### src/logic/mem_pkg.sv
`default_nettype none

package mem_pkg;

  // Address and data geometry
  localparam int vaddr_width_lp       = 32;
  localparam int paddr_width_lp       = 32;
  localparam int data_width_lp        = 32;
  localparam int page_offset_width_lp = 12;
  localparam int vpn_width_lp         = vaddr_width_lp - page_offset_width_lp;
  localparam int ppn_width_lp         = paddr_width_lp - page_offset_width_lp;

  // Two-level walk, 10 bits of VPN per level
  localparam int pt_idx_width_lp      = vpn_width_lp / 2;

  localparam int tlb_els_lp           = 4;
  localparam int tlb_idx_width_lp     = $clog2(tlb_els_lp);

  typedef enum logic {
    e_load  = 1'b0,
    e_store = 1'b1
  } mem_op_e;

  typedef struct packed {
    mem_op_e                   op;
    logic [vaddr_width_lp-1:0] vaddr;
    logic [data_width_lp-1:0]  wdata;
  } mem_cmd_s;

  typedef struct packed {
    logic [data_width_lp-1:0] rdata;
    logic                     page_fault;
    // Command needed a page walk
    logic                     miss;
  } mem_resp_s;

  typedef struct packed {
    logic [ppn_width_lp-1:0]                    ppn;
    logic [data_width_lp-ppn_width_lp-4:0]      rsvd;
    logic                                       w;
    logic                                       r;
    logic                                       v;
  } pte_s;

  typedef struct packed {
    logic [ppn_width_lp-1:0] ppn;
    logic                    r;
    logic                    w;
  } tlb_entry_s;

  typedef struct packed {
    logic                    en;
    logic [ppn_width_lp-1:0] base_ppn;
  } xlate_ctl_s;

  typedef struct packed {
    logic                      we;
    logic [paddr_width_lp-1:0] adr;
    logic [data_width_lp-1:0]  dat;
  } bus_req_s;

endpackage

`default_nettype wire

### src/logic/mem_bus_port.sv
`default_nettype none
`timescale 1ns/1ps

module mem_bus_port
  (input  logic                                 clk_i
   , input  logic                               reset_i

   , input  mem_pkg::bus_req_s                  ptw_req_i
   , input  logic                               ptw_v_i
   , output logic                               ptw_done_o

   , input  mem_pkg::bus_req_s                  data_req_i
   , input  logic                               data_v_i
   , output logic                               data_done_o

   , output logic [mem_pkg::data_width_lp-1:0]  rdata_o

   , output logic                               wb_cyc_o
   , output logic                               wb_stb_o
   , output logic                               wb_we_o
   , output logic [mem_pkg::paddr_width_lp-1:0] wb_adr_o
   , output logic [mem_pkg::data_width_lp-1:0]  wb_dat_o
   , input  logic [mem_pkg::data_width_lp-1:0]  wb_dat_i
   , input  logic                               wb_ack_i
   );

  import mem_pkg::*;

  logic     cyc_r;
  logic     served_ptw_r;
  logic     launch;
  bus_req_s req_r;

  assign launch = !cyc_r && (ptw_v_i || data_v_i);

  always_ff @(posedge clk_i) begin
    if (reset_i) begin
      cyc_r       <= 1'b0;
      ptw_done_o  <= 1'b0;
      data_done_o <= 1'b0;
    end else begin
      ptw_done_o  <= 1'b0;
      data_done_o <= 1'b0;
      if (launch) begin
        cyc_r <= 1'b1;
      end else if (cyc_r && wb_ack_i) begin
        cyc_r       <= 1'b0;
        ptw_done_o  <= served_ptw_r;
        data_done_o <= !served_ptw_r;
      end
    end
  end

  // Walker wins if both ask at once
  always_ff @(posedge clk_i) begin
    if (launch) begin
      req_r        <= ptw_v_i ? ptw_req_i : data_req_i;
      served_ptw_r <= ptw_v_i;
    end
    if (cyc_r && wb_ack_i) begin
      rdata_o <= wb_dat_i;
    end
  end

  assign wb_cyc_o = cyc_r;
  assign wb_stb_o = cyc_r;
  assign wb_we_o  = req_r.we;
  assign wb_adr_o = req_r.adr;
  assign wb_dat_o = req_r.dat;

  assert property (@(posedge clk_i) disable iff (reset_i)
    wb_stb_o |-> wb_cyc_o)
    else $error("Wishbone: stb without cyc");

  // Classic cycle holds every master output until ack
  assert property (@(posedge clk_i) disable iff (reset_i)
    wb_cyc_o && !wb_ack_i |=> wb_cyc_o && $stable({wb_we_o, wb_adr_o, wb_dat_o}))
    else $error("Wishbone: master outputs changed before ack");

endmodule

`default_nettype wire

### src/logic/mem_ptw.sv
`default_nettype none
`timescale 1ns/1ps

module mem_ptw
  (input  logic                               clk_i
   , input  logic                             reset_i

   , input  logic                             start_i
   , input  logic [mem_pkg::vpn_width_lp-1:0] vpn_i
   , input  logic                             is_store_i
   , input  logic [mem_pkg::ppn_width_lp-1:0] base_ppn_i

   , output mem_pkg::bus_req_s                bus_req_o
   , output logic                             bus_v_o
   , input  logic                             bus_done_i
   , input  logic [mem_pkg::data_width_lp-1:0] bus_rdata_i

   , output logic                             done_o
   , output logic                             fault_o
   , output mem_pkg::tlb_entry_s              entry_o
   );

  import mem_pkg::*;

  typedef enum logic [1:0] {
    e_idle,
    e_req,
    e_wait
  } ptw_state_e;

  ptw_state_e                state_r;
  logic                      level2_r;
  logic                      is_store_r;
  logic [vpn_width_lp-1:0]   vpn_r;
  logic [paddr_width_lp-1:0] pte_addr_r;

  pte_s pte;
  logic leaf;
  logic perm_ok;
  logic descend;

  assign pte     = pte_s'(bus_rdata_i);
  assign leaf    = pte.r | pte.w;
  assign perm_ok = is_store_r ? pte.w : pte.r;
  // Pointers are only followed from level one
  assign descend = pte.v && !leaf && !level2_r;

  // One-cycle request pulse, the bus port latches it
  assign bus_v_o       = (state_r == e_req);
  assign bus_req_o.we  = 1'b0;
  assign bus_req_o.adr = pte_addr_r;
  assign bus_req_o.dat = '0;

  always_ff @(posedge clk_i) begin
    if (reset_i) begin
      state_r <= e_idle;
      done_o  <= 1'b0;
    end else begin
      done_o <= 1'b0;
      case (state_r)
        e_idle: begin
          if (start_i) begin
            state_r <= e_req;
          end
        end
        e_req: state_r <= e_wait;
        e_wait: begin
          if (bus_done_i) begin
            state_r <= descend ? e_req : e_idle;
            done_o  <= !descend;
          end
        end
        default: state_r <= e_idle;
      endcase
    end
  end

  always_ff @(posedge clk_i) begin
    if (state_r == e_idle && start_i) begin
      level2_r   <= 1'b0;
      is_store_r <= is_store_i;
      vpn_r      <= vpn_i;
      pte_addr_r <= {base_ppn_i, vpn_i[vpn_width_lp-1 -: pt_idx_width_lp], 2'b00};
    end else if (state_r == e_wait && bus_done_i) begin
      if (descend) begin
        level2_r   <= 1'b1;
        pte_addr_r <= {pte.ppn, vpn_r[pt_idx_width_lp-1:0], 2'b00};
      end else begin
        fault_o <= !pte.v || !leaf || !perm_ok;
        // Level-one leaf maps a superpage
        entry_o.ppn <= level2_r ? pte.ppn
                                : {pte.ppn[ppn_width_lp-1:pt_idx_width_lp],
                                   vpn_r[pt_idx_width_lp-1:0]};
        entry_o.r   <= pte.r;
        entry_o.w   <= pte.w;
      end
    end
  end

endmodule

`default_nettype wire

### src/logic/mem_tlb.sv
`default_nettype none
`timescale 1ns/1ps

module mem_tlb
  (input  logic                             clk_i
   , input  logic                           reset_i
   , input  logic                           flush_i

   , input  logic [mem_pkg::vpn_width_lp-1:0] lookup_vpn_i
   , output logic                           hit_o
   , output mem_pkg::tlb_entry_s            entry_o

   , input  logic                           fill_v_i
   , input  logic [mem_pkg::vpn_width_lp-1:0] fill_vpn_i
   , input  mem_pkg::tlb_entry_s            fill_entry_i
   );

  import mem_pkg::*;

  logic [tlb_els_lp-1:0]       valid_r;
  logic [vpn_width_lp-1:0]     tag_r   [tlb_els_lp];
  tlb_entry_s                  entry_r [tlb_els_lp];
  logic [tlb_idx_width_lp-1:0] rr_ptr_r;
  logic [tlb_els_lp-1:0]       hit_vec;

  // Parallel tag compare
  always_comb begin
    for (int i = 0; i < tlb_els_lp; i++) begin
      hit_vec[i] = valid_r[i] && (tag_r[i] == lookup_vpn_i);
    end
  end

  // At most one slot matches, so an OR of the masked entries selects it
  always_comb begin
    entry_o = '0;
    for (int i = 0; i < tlb_els_lp; i++) begin
      if (hit_vec[i]) begin
        entry_o = entry_o | entry_r[i];
      end
    end
  end

  assign hit_o = |hit_vec;

  always_ff @(posedge clk_i) begin
    if (reset_i) begin
      valid_r  <= '0;
      rr_ptr_r <= '0;
    end else if (flush_i) begin
      valid_r  <= '0;
    end else if (fill_v_i) begin
      valid_r[rr_ptr_r] <= 1'b1;
      rr_ptr_r          <= rr_ptr_r + 1'b1;
    end
  end

  always_ff @(posedge clk_i) begin
    if (fill_v_i) begin
      tag_r[rr_ptr_r]   <= fill_vpn_i;
      entry_r[rr_ptr_r] <= fill_entry_i;
    end
  end

  // Refills only follow a miss, so no VPN is ever cached twice
  assert property (@(posedge clk_i) disable iff (reset_i)
    $onehot0(hit_vec))
    else $error("TLB: more than one slot hit");

endmodule

`default_nettype wire

### src/logic/mem_top.sv
`default_nettype none
`timescale 1ns/1ps

module mem_top
  (input  logic                                 clk_i
   , input  logic                               reset_i

   , input  mem_pkg::mem_cmd_s                  cmd_i
   , input  logic                               cmd_v_i
   , output logic                               cmd_ready_o

   , output mem_pkg::mem_resp_s                 resp_o
   , output logic                               resp_v_o
   , input  logic                               resp_ready_i

   , input  mem_pkg::xlate_ctl_s                xlate_i
   , input  logic                               tlb_fence_i

   , output logic                               wb_cyc_o
   , output logic                               wb_stb_o
   , output logic                               wb_we_o
   , output logic [mem_pkg::paddr_width_lp-1:0] wb_adr_o
   , output logic [mem_pkg::data_width_lp-1:0]  wb_dat_o
   , input  logic [mem_pkg::data_width_lp-1:0]  wb_dat_i
   , input  logic                               wb_ack_i
   );

  import mem_pkg::*;

  typedef enum logic [1:0] {
    e_idle,
    e_walk,
    e_access,
    e_respond
  } ctl_state_e;

  ctl_state_e                state_r, state_n;
  logic                      cmd_ready_r;
  logic                      data_v_r;
  mem_cmd_s                  cmd_r;
  mem_resp_s                 resp_r;
  logic [paddr_width_lp-1:0] paddr_r;

  logic                      accept;
  logic                      need_walk;
  logic                      hit_perm_ok;
  logic                      tlb_hit;
  tlb_entry_s                tlb_entry;

  bus_req_s                  ptw_bus_req;
  logic                      ptw_bus_v;
  logic                      ptw_bus_done;
  logic                      ptw_done;
  logic                      ptw_fault;
  tlb_entry_s                ptw_entry;

  bus_req_s                  data_req;
  logic                      data_done;
  logic [data_width_lp-1:0]  bus_rdata;

  assign accept      = cmd_v_i && cmd_ready_o;
  // Lookup runs on the incoming command so the decision is made at acceptance
  assign need_walk   = xlate_i.en && !tlb_hit;
  assign hit_perm_ok = (cmd_i.op == e_store) ? tlb_entry.w : tlb_entry.r;

  always_comb begin
    state_n = state_r;
    case (state_r)
      e_idle: begin
        if (accept) begin
          if (need_walk) begin
            state_n = e_walk;
          end else if (xlate_i.en && !hit_perm_ok) begin
            state_n = e_respond;
          end else begin
            state_n = e_access;
          end
        end
      end
      e_walk: begin
        if (ptw_done) begin
          state_n = ptw_fault ? e_respond : e_access;
        end
      end
      e_access: begin
        if (data_done) begin
          state_n = e_respond;
        end
      end
      e_respond: begin
        if (resp_ready_i) begin
          state_n = e_idle;
        end
      end
      default: state_n = e_idle;
    endcase
  end

  always_ff @(posedge clk_i) begin
    if (reset_i) begin
      state_r     <= e_idle;
      cmd_ready_r <= 1'b0;
      data_v_r    <= 1'b0;
    end else begin
      state_r     <= state_n;
      cmd_ready_r <= (state_n == e_idle);
      // Data request pulses once on entry to access
      data_v_r    <= (state_n == e_access) && (state_r != e_access);
    end
  end

  always_ff @(posedge clk_i) begin
    if (accept) begin
      cmd_r             <= cmd_i;
      resp_r.miss       <= need_walk;
      resp_r.page_fault <= xlate_i.en && tlb_hit && !hit_perm_ok;
      resp_r.rdata      <= '0;
      paddr_r           <= xlate_i.en
                           ? {tlb_entry.ppn, cmd_i.vaddr[page_offset_width_lp-1:0]}
                           : cmd_i.vaddr;
    end else if (state_r == e_walk && ptw_done) begin
      resp_r.page_fault <= ptw_fault;
      paddr_r           <= {ptw_entry.ppn, cmd_r.vaddr[page_offset_width_lp-1:0]};
    end else if (data_done && cmd_r.op == e_load) begin
      resp_r.rdata      <= bus_rdata;
    end
  end

  assign data_req.we  = (cmd_r.op == e_store);
  assign data_req.adr = paddr_r;
  assign data_req.dat = cmd_r.wdata;

  assign cmd_ready_o = cmd_ready_r;
  assign resp_v_o    = (state_r == e_respond);
  assign resp_o      = resp_r;

  mem_tlb dtlb
    (.clk_i(clk_i)
     ,.reset_i(reset_i)
     ,.flush_i(tlb_fence_i)
     ,.lookup_vpn_i(cmd_i.vaddr[vaddr_width_lp-1 -: vpn_width_lp])
     ,.hit_o(tlb_hit)
     ,.entry_o(tlb_entry)
     ,.fill_v_i(ptw_done && !ptw_fault)
     ,.fill_vpn_i(cmd_r.vaddr[vaddr_width_lp-1 -: vpn_width_lp])
     ,.fill_entry_i(ptw_entry)
     );

  mem_ptw ptw
    (.clk_i(clk_i)
     ,.reset_i(reset_i)
     ,.start_i(accept && need_walk)
     ,.vpn_i(cmd_i.vaddr[vaddr_width_lp-1 -: vpn_width_lp])
     ,.is_store_i(cmd_i.op == e_store)
     ,.base_ppn_i(xlate_i.base_ppn)
     ,.bus_req_o(ptw_bus_req)
     ,.bus_v_o(ptw_bus_v)
     ,.bus_done_i(ptw_bus_done)
     ,.bus_rdata_i(bus_rdata)
     ,.done_o(ptw_done)
     ,.fault_o(ptw_fault)
     ,.entry_o(ptw_entry)
     );

  mem_bus_port bus_port
    (.clk_i(clk_i)
     ,.reset_i(reset_i)
     ,.ptw_req_i(ptw_bus_req)
     ,.ptw_v_i(ptw_bus_v)
     ,.ptw_done_o(ptw_bus_done)
     ,.data_req_i(data_req)
     ,.data_v_i(data_v_r)
     ,.data_done_o(data_done)
     ,.rdata_o(bus_rdata)
     ,.wb_cyc_o(wb_cyc_o)
     ,.wb_stb_o(wb_stb_o)
     ,.wb_we_o(wb_we_o)
     ,.wb_adr_o(wb_adr_o)
     ,.wb_dat_o(wb_dat_o)
     ,.wb_dat_i(wb_dat_i)
     ,.wb_ack_i(wb_ack_i)
     );

  assert property (@(posedge clk_i) disable iff (reset_i)
    !(cmd_ready_o && resp_v_o))
    else $error("mem_top: ready and response valid together");

  // Response held under back-pressure
  assert property (@(posedge clk_i) disable iff (reset_i)
    resp_v_o && !resp_ready_i |=> resp_v_o && $stable(resp_o))
    else $error("mem_top: response dropped or changed while stalled");

endmodule

`default_nettype wire

### config.mk
export PLATFORM = sky130hd
export DESIGN_NAME = mem_top
export DESIGN_NICKNAME = d
export VERILOG_FILES = /design/src/logic/mem_pkg.sv /design/src/logic/mem_bus_port.sv /design/src/logic/mem_ptw.sv /design/src/logic/mem_tlb.sv /design/src/logic/mem_top.sv
export SDC_FILE = /design/constraint.sdc
export NUM_CORES = 1
export LEC_CHECK = 0
export ABC_AREA = 1
export ABC_CLOCK_PERIOD_IN_PS = 4600
export BUFFER_PORTS_ARGS = -buffer_cell sky130_fd_sc_hd__buf_2
export CORE_UTILIZATION = 55
export CTS_CLUSTER_SIZE = 30
export DETAILED_ROUTE_END_ITERATION = 12
export GPL_TIMING_DRIVEN = 0
export PLACE_DENSITY_LB_ADDON = 0.05
export SYNTH_ARGS = -nofsm -noshare
export SYNTH_HDL_FRONTEND = slang
export SYNTH_SLANG_ARGS = --single-unit
### constraint.sdc
create_clock -name clk_i -period 4.6 [get_ports clk_i]
set_input_delay 0.46 -clock clk_i [delete_from_list [all_inputs] [get_ports clk_i]]
set_output_delay 0.46 -clock clk_i [all_outputs]
set_load 0.02 [all_outputs]
==> results of run 1 <==
-- critical path, stage by stage (launching register included) --
cell and delay, ns:
edfxtp_1 0.39, nand2_1 0.08, nand2_1 0.05, nor2_1 0.24
nand2_1 0.15, nor2_4 0.28, nand3_2 0.26, nand2_1 0.14
nor2_1 0.08, nand2_2 0.09, inv_2 0.06, nand2_4 0.14
buf_4 0.24, o21ai_4 0.10, buf_12 0.18
-- state kept, by name, summed over array words and instances, names as in the netlist, 2 cells and up --
| name | count |
|---|---|
| bus_port.rdata_o | 32 |
| dtlb.rr_ptr_r | 2 |
| ptw.state_r | 2 |
| ptw.entry_o | 22 |
| state_r | 2 |
| dtlb.valid_r | 4 |
| ptw.pte_addr_r | 30 |
| bus_port.wb_dat_o | 32 |
| resp_o | 34 |
| dtlb.tag_r | 80 |
| paddr_r | 32 |
| cmd_r | 65 |
| ptw.vpn_r | 10 |
| bus_port.wb_adr_o | 32 |
| dtlb.entry_r | 88 |
-- logic make-up (layout without fill, tap and decap cells) --
family / Yosys count / after routing / synth area share
AND/OR/NAND/NOR: 741 / 741 / 0.156
flip-flops: 478 / 478 / 0.747
buffers and inverters: 233 / 554 / 0.0492
AO/OA/AOI/OAI: 133 / 133 / 0.0405
XOR/XNOR: 9 / 9 / 0.00425
adder cells (fa/ha/maj): 4 / 4 / 0.00270
-- final cells by class --
type | instances | area [µm²] | share of cell area
inverters | 186 | 698 | 0.0319
multi-input cells | 887 | 3810 | 0.174
well taps | 442 | 553 | 0.0252
clock inverters | 23 | 156 | 0.00714
clock buffers | 64 | 1310 | 0.0600
flip-flops and latches | 478 | 13900 | 0.633
plain buffers | 47 | 219 | 0.00999
repair buffers | 234 | 1300 | 0.0593
-- worst min-delay path by stage --
stage / to / slack, ns / startpoint
after floorplan: bus_port.data_done_o / 0.41 / bus_port.served_ptw_r
after global placement: resp_o[9] / 0.46 / resp_o[9]
after detailed placement: resp_o[6] / 0.47 / resp_o[6]
after CTS: cmd_r[0] / 0.07 / cmd_i[0]
after global routing: cmd_r[11] / 0.07 / cmd_i[11]
final: bus_port.rdata_o[14] / 0.09 / wb_dat_i[14]
-- power by group through the flow --
stage | Sequential, mW | Combinational (mW) | Clock (mW)
final | 4.93 | 0.553 | 3.68
after CTS | 4.93 | 0.556 | 3.72
after global placement | 5.03 | 0.528 | 0
after global routing | 4.94 | 0.609 | 3.90
after detailed placement | 5.02 | 0.554 | 0
after floorplan | 5.08 | 0.238 | 0
-- Yosys cell counts --
master and count:
nor2_4 3, a31oi_1 1, o211ai_1 2, nand3_1 18, o221ai_1 20, o311ai_0 1
o21ai_0 73, xnor2_1 7, or2_2 5, buf_6 2, o21ai_1 10, nor2_1 160
dfxtp_1 49, nand3_2 2, ha_1 4, nand3b_1 1, buf_4 5, nor3_1 4
a21oi_1 26, nand4_1 11, buf_2 4, inv_2 17, nand2_2 1, inv_1 168
edfxtp_1 429, or2_1 2, clkinv_1 1, nand2_4 1, nand2_1 533, clkbuf_1 36
xor2_1 2
-- per-layer routing --
layer / up-vias / part of all wire
met5: - / 0
met4: 0 / 0.023
met3: 72 / 0.070
met2: 459 / 0.48
met1: 5772 / 0.43
li1: 5863 / -
-- per-stage QoR --
stage	instance area, µm²	hold WS (ns)	TNS [ns]	power [mW]	worst slack (ns)
after global routing	21900	0.0670	0	9.45	1.77
after CTS	21900	0.0674	0	9.21	1.92
after global placement	20200	0.460	-142.53	5.56	-1.42
after floorplan	18600	0.410	0	5.32	0.411
final	21900	0.0866	0	9.17	1.83
after detailed placement	20400	0.467	0	5.58	1.50
==> results.md, run 1 <==
- FF-to-FF setup slack: 1.83 ns
- Antenna-violating nets left: 0
- Gr usage total: 0.258
- Status: finished, final reports clean
- Most frequent cells in the layout: nand2_1 (532), edfxtp_1 (429), buf_2 (230)
- Post-CTS Setup Inserts: 0
- Final period util: 0.603
- Cell variety after synth: 31
- First-pass GRT wire length: 65.1 mm
- Worst-margin pin slew: 1.33 ns
- Cts hold-fix bufs: 0
- CTS tree: yes
- Flops & latches, synth: 478
- Cell taking the most area after synthesis: edfxtp_1
- Minimum clock period after layout: 2.77 ns
- Util after Layout: 0.667
- Hold path cells: 1
- Vias in the first global route: 11500
- TritonCTS Buffers: 48
- CORE AREA: 32900 µm²
- Largest net degree at the start of global routing: 61
- Cells after Synth: 1598
- Syn_area_per_cell: 11.6 µm²
- Post-Place Cells: 2274
- Pwr Density: 418 nW/µm²
- Cell Int Power: 7.16 mW
- Initial antenna violation count: 0
- Num Clock Sinks: 478
- Die X: 186 µm
- Syn Nets: 1726
- Max_slew headroom: 0.112
- R2R cell count: 14
- # port buffers: 226
- Total number of vias: 12200
- First drt pass iteration count: 8
- Static Leakage: 9.14 nW
- Depth of the CTS H-tree: 2
- Worst-path clk slew: 0.06 ns
- # DRC: 0
- WP data arrival: 3.06 ns
- Number of synthesis warnings: 0
- ANT cells: 0
- Max Clock Freq: 0.360 GHz
- Routing usage on met1: 0.361
- Hold Violations, Final: 0
- Nets: 2010
- Total routed wirelength: 44.2 mm
- Initial Utilization: 0.565
- Max VDD drop: 0.000308 V
- Most common cell after layout, fill and taps aside: nand2_1
- P_sw: 2.01 mW
- CTS root buffer: clkbuf_16
- Critical Path Sink Type: flop
- Worst r2r dst: ptw.pte_addr_r[17]
- IO Count: 227
- Die area: 34500 µm²
- Layout Cells excl Fill: 2361
- Met2 GRT Util: 0.422
- Resized cells post-CTS: 0
- Worst setup path category: flop to flop
- Die Height: 186 µm
- Routed wire per std cell: 18.7 µm
- GRT met3 Usage: 0.0397
- Clk pwr share: 0.402
- Yosys top cell area share: 0.694
- Max-cap violation count: 0
- Post-synthesis sequential area ratio: 0.747
- Cell area after synthesis: 18600 µm²
- Unrepaired setup endpoints after global routing: false
- Insertion delay to the later sink of the worst-skew pair: 0.55 ns
- Sequential share of power: 0.538
- Worst R2R Start: dtlb.tag_r[2][7]
- Switching fraction of total power: 0.219
- Clock Skews: 0.0150 ns
- Area growth from synthesis to layout: 18.1%
- Row count: 66
- Fillers: 2610
- Critical path launch point type: flop
- Iter 0 DRT Violations: 984
- Number of setup violations in the final report: 0
- Pins over their slew limit: 0
- GPL Wtd Cong: 0.862
- HP Class: input port to flop
- Setup crit end: ptw.pte_addr_r[17]
- Combinational power share: 0.060
- Largest fanout on the critical path: 28
- GRT overflow: 0
- DP Wirelength: 30.8 mm
- WP data required: 4.89 ns
- Clk buf depth: 3
- Dominant cells by area after synthesis: edfxtp_1 (69%), nand2_1 (11%), dfxtp_1 (5.3%)
- Gr busiest metal: met2
- Layout cells sized above 1: 0.182
- Crit path from: dtlb.tag_r[2][7]
- DR vias/cell: 5.15
Power figures use the tool's default switching activity.
==> inputs of run 2 (changes only) <==
- ABC_AREA: 1 -> 0
- ABC_CLOCK_PERIOD_IN_PS: 4600 -> 2300
- CORE_UTILIZATION: 55 -> 52
- clock period: 4.6 -> 2.3 ns (I/O delays scaled with it)
==> run 2 against run 1 <==
The run now ends with setup timing left. Utilization rose by 2.2 points. Global-route usage rose by 0.59 points. Sequential share of layout area fell by 3.8 points. Flip-flop and latch count did not move. Clock power rose by 94%. Count of clock-buffer cells in the layout rose by 5. Maximum frequency rose by 6.7%. Non-clock buffer count rose by 157. Via count fell by 6.2%. Cell count fell by 11%.
==> results.md, run 2 <==
- Final period util: 1.13 (+0.528)
- Register Area: 13900 µm² (unchanged)
- Ys async rst share: 0 (unchanged)
- Vias in the first global route: 11200 (-1.9%)
- # DRC: 0 (unchanged)
- CTS root buffer: clkbuf_16
- Total number of vias: 11400 (-6.2%)
- Most common cell after layout, fill and taps aside: edfxtp_1
- # port buffers: 226 (unchanged)
- Nets: 1743 (-13%)
- Critical Path Sink Type: flop
- Fillers: 2361 (-9.5%)
- Cell area after synthesis: 18100 µm² (-2.5%)
- Clk buf depth: 3 (unchanged)
- Multi-input gate area: 4290 µm² (+12%)
- Pwr Density: 781 nW/µm² (+87%)
- Top-count cell post-synth: edfxtp_1
- Pins over their slew limit: 0 (unchanged)
- Status: finished, violations left
- Worst-margin pin slew: 0.785 ns (-0.545 ns)
- PnR worst setup slack: -0.301 ns (-2.13 ns)
- WP data arrival: 2.90 ns (-0.16 ns)
- Minimum clock period after layout: 2.60 ns (-0.174 ns)
- Failing checks: setup timing
- Die Height: 189 µm (+1.5%)
- Yosys top cell area share: 0.712 (+0.0181)
- Dominant cells by area after synthesis: edfxtp_1 (71%), dfxtp_1 (5.4%), nand2_1 (4.5%)
- Area growth from synthesis to layout: 28.9%
- Initial Utilization: 0.534 (-0.0306)
- Post-synthesis sequential area ratio: 0.766 (+0.0195)
- Clock Skews: 0.0168 ns (+0.00175 ns)
- Number of synthesis warnings: 0 (unchanged)
- Antenna-violating nets left: 0 (unchanged)
- Worst setup path category: flop to flop
- Cells after Synth: 1189 (-26%)
- Worst-path clk slew: 0.06 ns (about the same)
- Util after Layout: 0.688 (+0.0217)
- Max-cap violation count: 0 (unchanged)
- Total routed wirelength: 46.8 mm (+5.9%)
- Max_slew headroom: 0.475 (+0.363)
- Static Leakage: 8.54 nW (-6.6%)
- Syn Nets: 1317 (-24%)
- Num Clock Sinks: 478 (unchanged)
- Largest net degree at the start of global routing: 76 (+25%)
- DP Wirelength: 30.7 mm (-0.35%)
- DR vias/cell: 5.42 (+5.3%)
- Largest registers: dtlb.entry_r x88, dtlb.tag_r x80, cmd_r x65
- Insertion delay to the later sink of the worst-skew pair: 0.56 ns (about the same)
- Layout cells sized above 1: 0.264 (+0.0817)
- Layout Cells excl Fill: 2104 (-11%)
- Syn_area_per_cell: 15.2 µm² (+31%)
- Most used flip-flop cell after synthesis: edfxtp_1
- Cell taking the most area after synthesis: edfxtp_1
- Die X: 189 µm (+1.5%)
- Post-synth EDFFs: 429 (unchanged)
- Most frequent cells in the layout: edfxtp_1 (429), buf_2 (244), nand2_1 (218)
- PnR Total Power: 18.2 mW (+99%)
- First-pass GRT wire length: 68.8 mm (+5.8%)
- Initial antenna violation count: 0 (unchanged)
- Die area: 35500 µm² (+3.0%)
- Number of setup violations in the final report: 97 (+97)
- First drt pass iteration count: 5 (-3)
- Cell variety after synth: 54 (+74%)
- CTS tree: yes
- WP data required: 2.60 ns (-2.29 ns)
- Setup TNS: -21.18 ns (-21.18 ns)
- Commonest cells in the netlist: edfxtp_1 (429), nand2_1 (219), dfxtp_1 (49), xor2_1 (45), a22oi_1 (41)
- Hold Violations, Final: 0 (unchanged)
- Critical path launch point type: flop
- Largest fanout on the critical path: 5 (-82%)
- Iter 0 DRT Violations: 989 (+0.51%)
- GRT overflow: 0 (unchanged)
- Reg with most FFs: dtlb.entry_r
- TritonCTS Buffers: 48 (unchanged)
- Max Clock Freq: 0.385 GHz (+6.7%)
- Depth of the CTS H-tree: 2 (unchanged)
- IO Count: 227 (unchanged)
- Post-Place Cells: 1871 (-18%)
- Max VDD drop: 0.000701 V (+130%)
- HP Class: input port to flop
- Max reg flops: 88 (unchanged)
- Row count: 67 (+1.5%)
- Routed wire per std cell: 22.2 µm (+19%)
- Unrepaired setup endpoints after global routing: true
- Gr usage total: 0.264 (+0.00594)
- Flops & latches, synth: 478 (unchanged)
- CORE AREA: 33900 µm² (+3.0%)
- GPL Wtd Cong: 0.835 (-3.1%)
-- run 2: changes by cell type in the layout (fill, tap and decap cells not counted), moves of 23 or more --
cell	change
nand2_1	-314
inv_1	-156
nor2_1	-143
dlygate4sd3_1	+117
o21ai_0	-50
a22oi_1	+40
xor2_1	+38
and2_1	+36
xnor2_1	+26
mux2_4	+23
-- run 2: logic make-up after synthesis --
| kind of cell | after synthesis | synth area share |
|---|---|---|
| compound gates | 131 | 0.0441 |
| xor+xnor | 83 | 0.0402 |
| fa+ha+maj | 4 | 0.00277 |
| buf+inv | 74 | 0.0192 |
| flops | 478 | 0.766 |
| mux | 42 | 0.0261 |
| simple gates | 377 | 0.101 |
-- run 2: worst max-delay path: stages, from the launching register on --
cell and delay (ns):
edfxtp_1 0.42, xnor2_2 0.25, nand4_1 0.12, or4_4 0.56
o22ai_4 0.20, nor4_4 0.10, nand2_4 0.18, buf_12 0.16
mux2_2 0.35
-- run 2: where the power goes --
part           internal, mW  switching (mW)
clock network          3.97            3.18
logic                 0.532           0.725
registers              9.71          0.0908
-- run 2: what timing repair did --
action | in CTS | in global routing
cloned | 3 | 3
endpoints found under the hold margin | 146 | 0
buffers inserted | 10 | 10
pin swaps | 12 | 13
gates resized for setup | 56 | 42
setup endpoints to repair | 206 | 141
hold buffers | 117 | 0
-- run 2: area by class of cell --
cell class,count,area share
inverter,9,0.00177
clock buffer,69,0.0562
sequential,478,0.595
tap,448,0.0240
buffer,65,0.0174
clock inverter,21,0.00451
multi-input combinational,640,0.184
timing repair buffer,373,0.118
antenna,1,0.000107
-- run 2: per-stage QoR --
step | area (µm²) | hold WS [ns] | setup WS (ns)
6_report | 23300 | 0.0237 | -0.301
5_1_grt | 23300 | 0.00593 | -0.355
4_1_cts | 23000 | 0.00393 | -0.322
3_5_place_dp | 20000 | 0.408 | -0.974
3_3_place_gp | 19900 | 0.406 | -0.991
2_1_floorplan | 18200 | 0.302 | -0.0638
-- run 2: final timing paths --
check,cells past startpoint,to,slack [ns],start
worst min-delay path,2,ptw.pte_addr_r[20],0.02,xlate_i[8]
worst min register to register,2,resp_o[26],0.46,resp_o[26]
worst max-delay path,8,ptw.pte_addr_r[25],-0.30,dtlb.tag_r[2][16]
worst max register to register,8,ptw.pte_addr_r[25],-0.30,dtlb.tag_r[2][16]
-- run 2: routing by layer --
layer,track usage,vias to the layer above,part of all wire
met2,0.434,456,0.49
li1,-,5216,-
met1,0.365,5678,0.41
met3,0.0458,61,0.073
met4,0.0729,0,0.021
met5,0,-,0
==> inputs of run 3 (changes only) <==
- CELL_PAD_IN_SITES_DETAIL_PLACEMENT: not set -> 0
- CELL_PAD_IN_SITES_GLOBAL_PLACEMENT: not set -> 2
- CORE_UTILIZATION: 52 -> 37
==> run 3 against run 2 <==
Sequential share of layout area down 0.91 points. First-iteration DRC count down 16%. Count of clock-buffer cells in the layout up 2. Non-clock buffer count down 2. Utilization down 19 points. Highest routed layer unchanged. Largest cell class unchanged. Cell count up 8.1%. The flow still finishes with violations (setup timing). Clock skew down 0.0023 ns. Critical path depth unchanged. Register-to-register slack worse by 0.02 ns. Die area up 40%. Routed wire length up 13%. Critical path type unchanged.
==> results.md, run 3 (synthesis results as in run 2) <==
- PnR worst setup slack: -0.318 ns (-0.0175 ns)
- Vias in the first global route: 11300 (+0.55%)
- Critical path launch point type: flop
- Worst-margin pin slew: 0.986 ns (+0.201 ns)
- Final instance area: 23700 µm² (+1.6%)
- Area after DPL: 20300 µm² (+1.2%)
- DR vias/cell: 4.97 (-8.4%)
- HP Class: input port to flop
- Iter 0 DRT Violations: 827 (-16%)
- Static Leakage: 8.58 nW (+0.50%)
- Pre-CTS setup slack: -1.07 ns (-0.0974 ns)
- Max Clock Freq: 0.382 GHz (-0.67%)
- Reg with most FFs: dtlb.entry_r
- Largest net degree at the start of global routing: 76 (unchanged)
- Max VDD drop: 0.000559 V (-20%)
- Layout Cells excl Fill: 2275 (+8.1%)
- GRT overflow: 0 (unchanged)
- First drt pass iteration count: 5 (unchanged)
- Minimum clock period after layout: 2.62 ns (+0.0175 ns)
- Routed wire per std cell: 23.3 µm (+4.8%)
- Worst setup path category: flop to flop
- Pins over their slew limit: 0 (unchanged)
- Hold Violations, Final: 0 (unchanged)
- Row count: 80 (+19%)
- Largest fanout on the critical path: 11 (+6)
- Worst-path clk slew: 0.06 ns (about the same)
- Hold_ws: 0.168 ns (+0.144 ns)
- Met2 WL: 25.5 mm (+11%)
- Status: finished, violations left
- CTS tree: yes
- CP bufs+invs: 1 (unchanged)
- Largest registers: dtlb.entry_r x88, dtlb.tag_r x80, cmd_r x65
- Failing checks: setup timing
- Util after Layout: 0.494 (-0.195)
- Total routed wirelength: 53.0 mm (+13%)
- Pwr Density: 819 nW/µm² (+4.9%)
- Antenna-violating nets left: 0 (unchanged)
- Area growth from synthesis to layout: 30.9%
- IO Count: 227 (unchanged)
- Setup TNS: -21.64 ns (-0.466 ns)
- Critical Path Sink Type: flop
- Number of setup violations in the final report: 97 (unchanged)
- Met3 WL post-DR: 2.52 mm (-26%)
- CTS root buffer: clkbuf_16
- Worst path max stage delay: 0.58 ns (+0.02 ns)
- Die X: 223 µm (+18%)
- Hold Path Origin: cmd_i[55]
- GPL Wtd Cong: 0.790 (-5.4%)
- PnR Total Power: 19.4 mW (+6.5%)
- Worst R2R Start: dtlb.tag_r[2][8]
- # DRC: 0 (unchanged)
- WP data arrival: 2.95 ns (+0.05 ns)
- Nets: 1745 (+0.11%)
- Depth of the CTS H-tree: 2 (unchanged)
- Most common cell after layout, fill and taps aside: edfxtp_1
- Most frequent cells in the layout: edfxtp_1 (429), buf_2 (245), nand2_1 (217)
- Clock Skews: 0.0144 ns (-0.00234 ns)
- First-pass GRT wire length: 76.0 mm (+10%)
- Layout cells sized above 1: 0.268 (+0.00358)
- CORE AREA: 47900 µm² (+42%)
- Die Height: 223 µm (+18%)
- Max_slew headroom: 0.341 (-0.134)
- Gr usage total: 0.213 (-0.0513)
- Unrepaired setup endpoints after global routing: true
- Initial Utilization: 0.377 (-0.157)
- Max-cap violation count: 0 (unchanged)
- Cell family with most CP delay: simple AND/OR/NAND/NOR gates
- Crit path from: dtlb.tag_r[2][8]
- Initial antenna violation count: 0 (unchanged)
- Post-Place Cells: 2039 (+9.0%)
- Final period util: 1.14 (+0.00760)
- Worst-path cell chain: xnor2_2 -> nand4_1 -> or4_4 -> o22ai_4 -> nor4_4 -> nand2_4 -> buf_12 -> mux2_1
- CP max stage cell: or4_4
- Clk buf depth: 3 (unchanged)
- Total number of vias: 11300 (-0.96%)
- TritonCTS Buffers: 51 (+6.3%)
- Max reg flops: 88 (unchanged)
- Insertion delay to the later sink of the worst-skew pair: 0.59 ns (+0.03 ns)
- # port buffers: 226 (unchanged)
- Top sig layer: met4
- Num Clock Sinks: 478 (unchanged)
- Die area: 49800 µm² (+40%)
- DP Wirelength: 36.2 mm (+18%)
- Met1 Wirelength: 23.8 mm (+23%)
- WP data required: 2.63 ns (+0.03 ns)
==> run 3: per-layer routing <==
layer  GRT usage  vias up
li1            -     5231
met1       0.296     5681
met2       0.349      314
met3      0.0287       75
met4      0.0610        0
met5           0        -
==> run 3: tightest hold or removal path: cells and delay by family <==
kind,cells,cell delay (ns)
buf+inv,2,0.23
mux,1,0.17
==> run 3: repair_timing <==
action / 4_1_cts / 5_1_grt
setup buffers: 13 / 3
setup endpoints to repair: 195 / 188
gates cloned: 3 / 1
endpoints found under the hold margin: 149 / 0
resized for setup: 52 / 33
pin swaps: 10 / 6
hold buffers: 120 / 0
==> run 3: worst paths after layout <==
path              slack [ns]                 end  cells past startpoint
setup / recovery       -0.32  ptw.pte_addr_r[25]                      8
hold / removal          0.17   ptw.pte_addr_r[3]                      3
setup reg to reg       -0.32  ptw.pte_addr_r[25]                      8
hold reg to reg         0.45          resp_o[24]                      2
==> run 3: layout make-up <==
class	count	area, µm²
Clock inverter	24	246
Timing Repair Buffer	371	2680
Buffer	65	407
Clock buffer	71	1430
Sequential cell	478	13900
Fill cell	4210	24300
Inverter	9	38.8
Multi-Input combinational cell	641	4240
Antenna cell	1	2.50
Tap cell	615	769
==> run 3: where the power goes <==
part	switching [mW]	internal (mW)	leakage (nW)	total (mW)
combinational	0.747	0.527	3.45	1.27
clock	3.40	4.90	0.830	8.30
sequential	0.0992	9.71	4.30	9.81
total	4.25	15.1	8.58	19.4
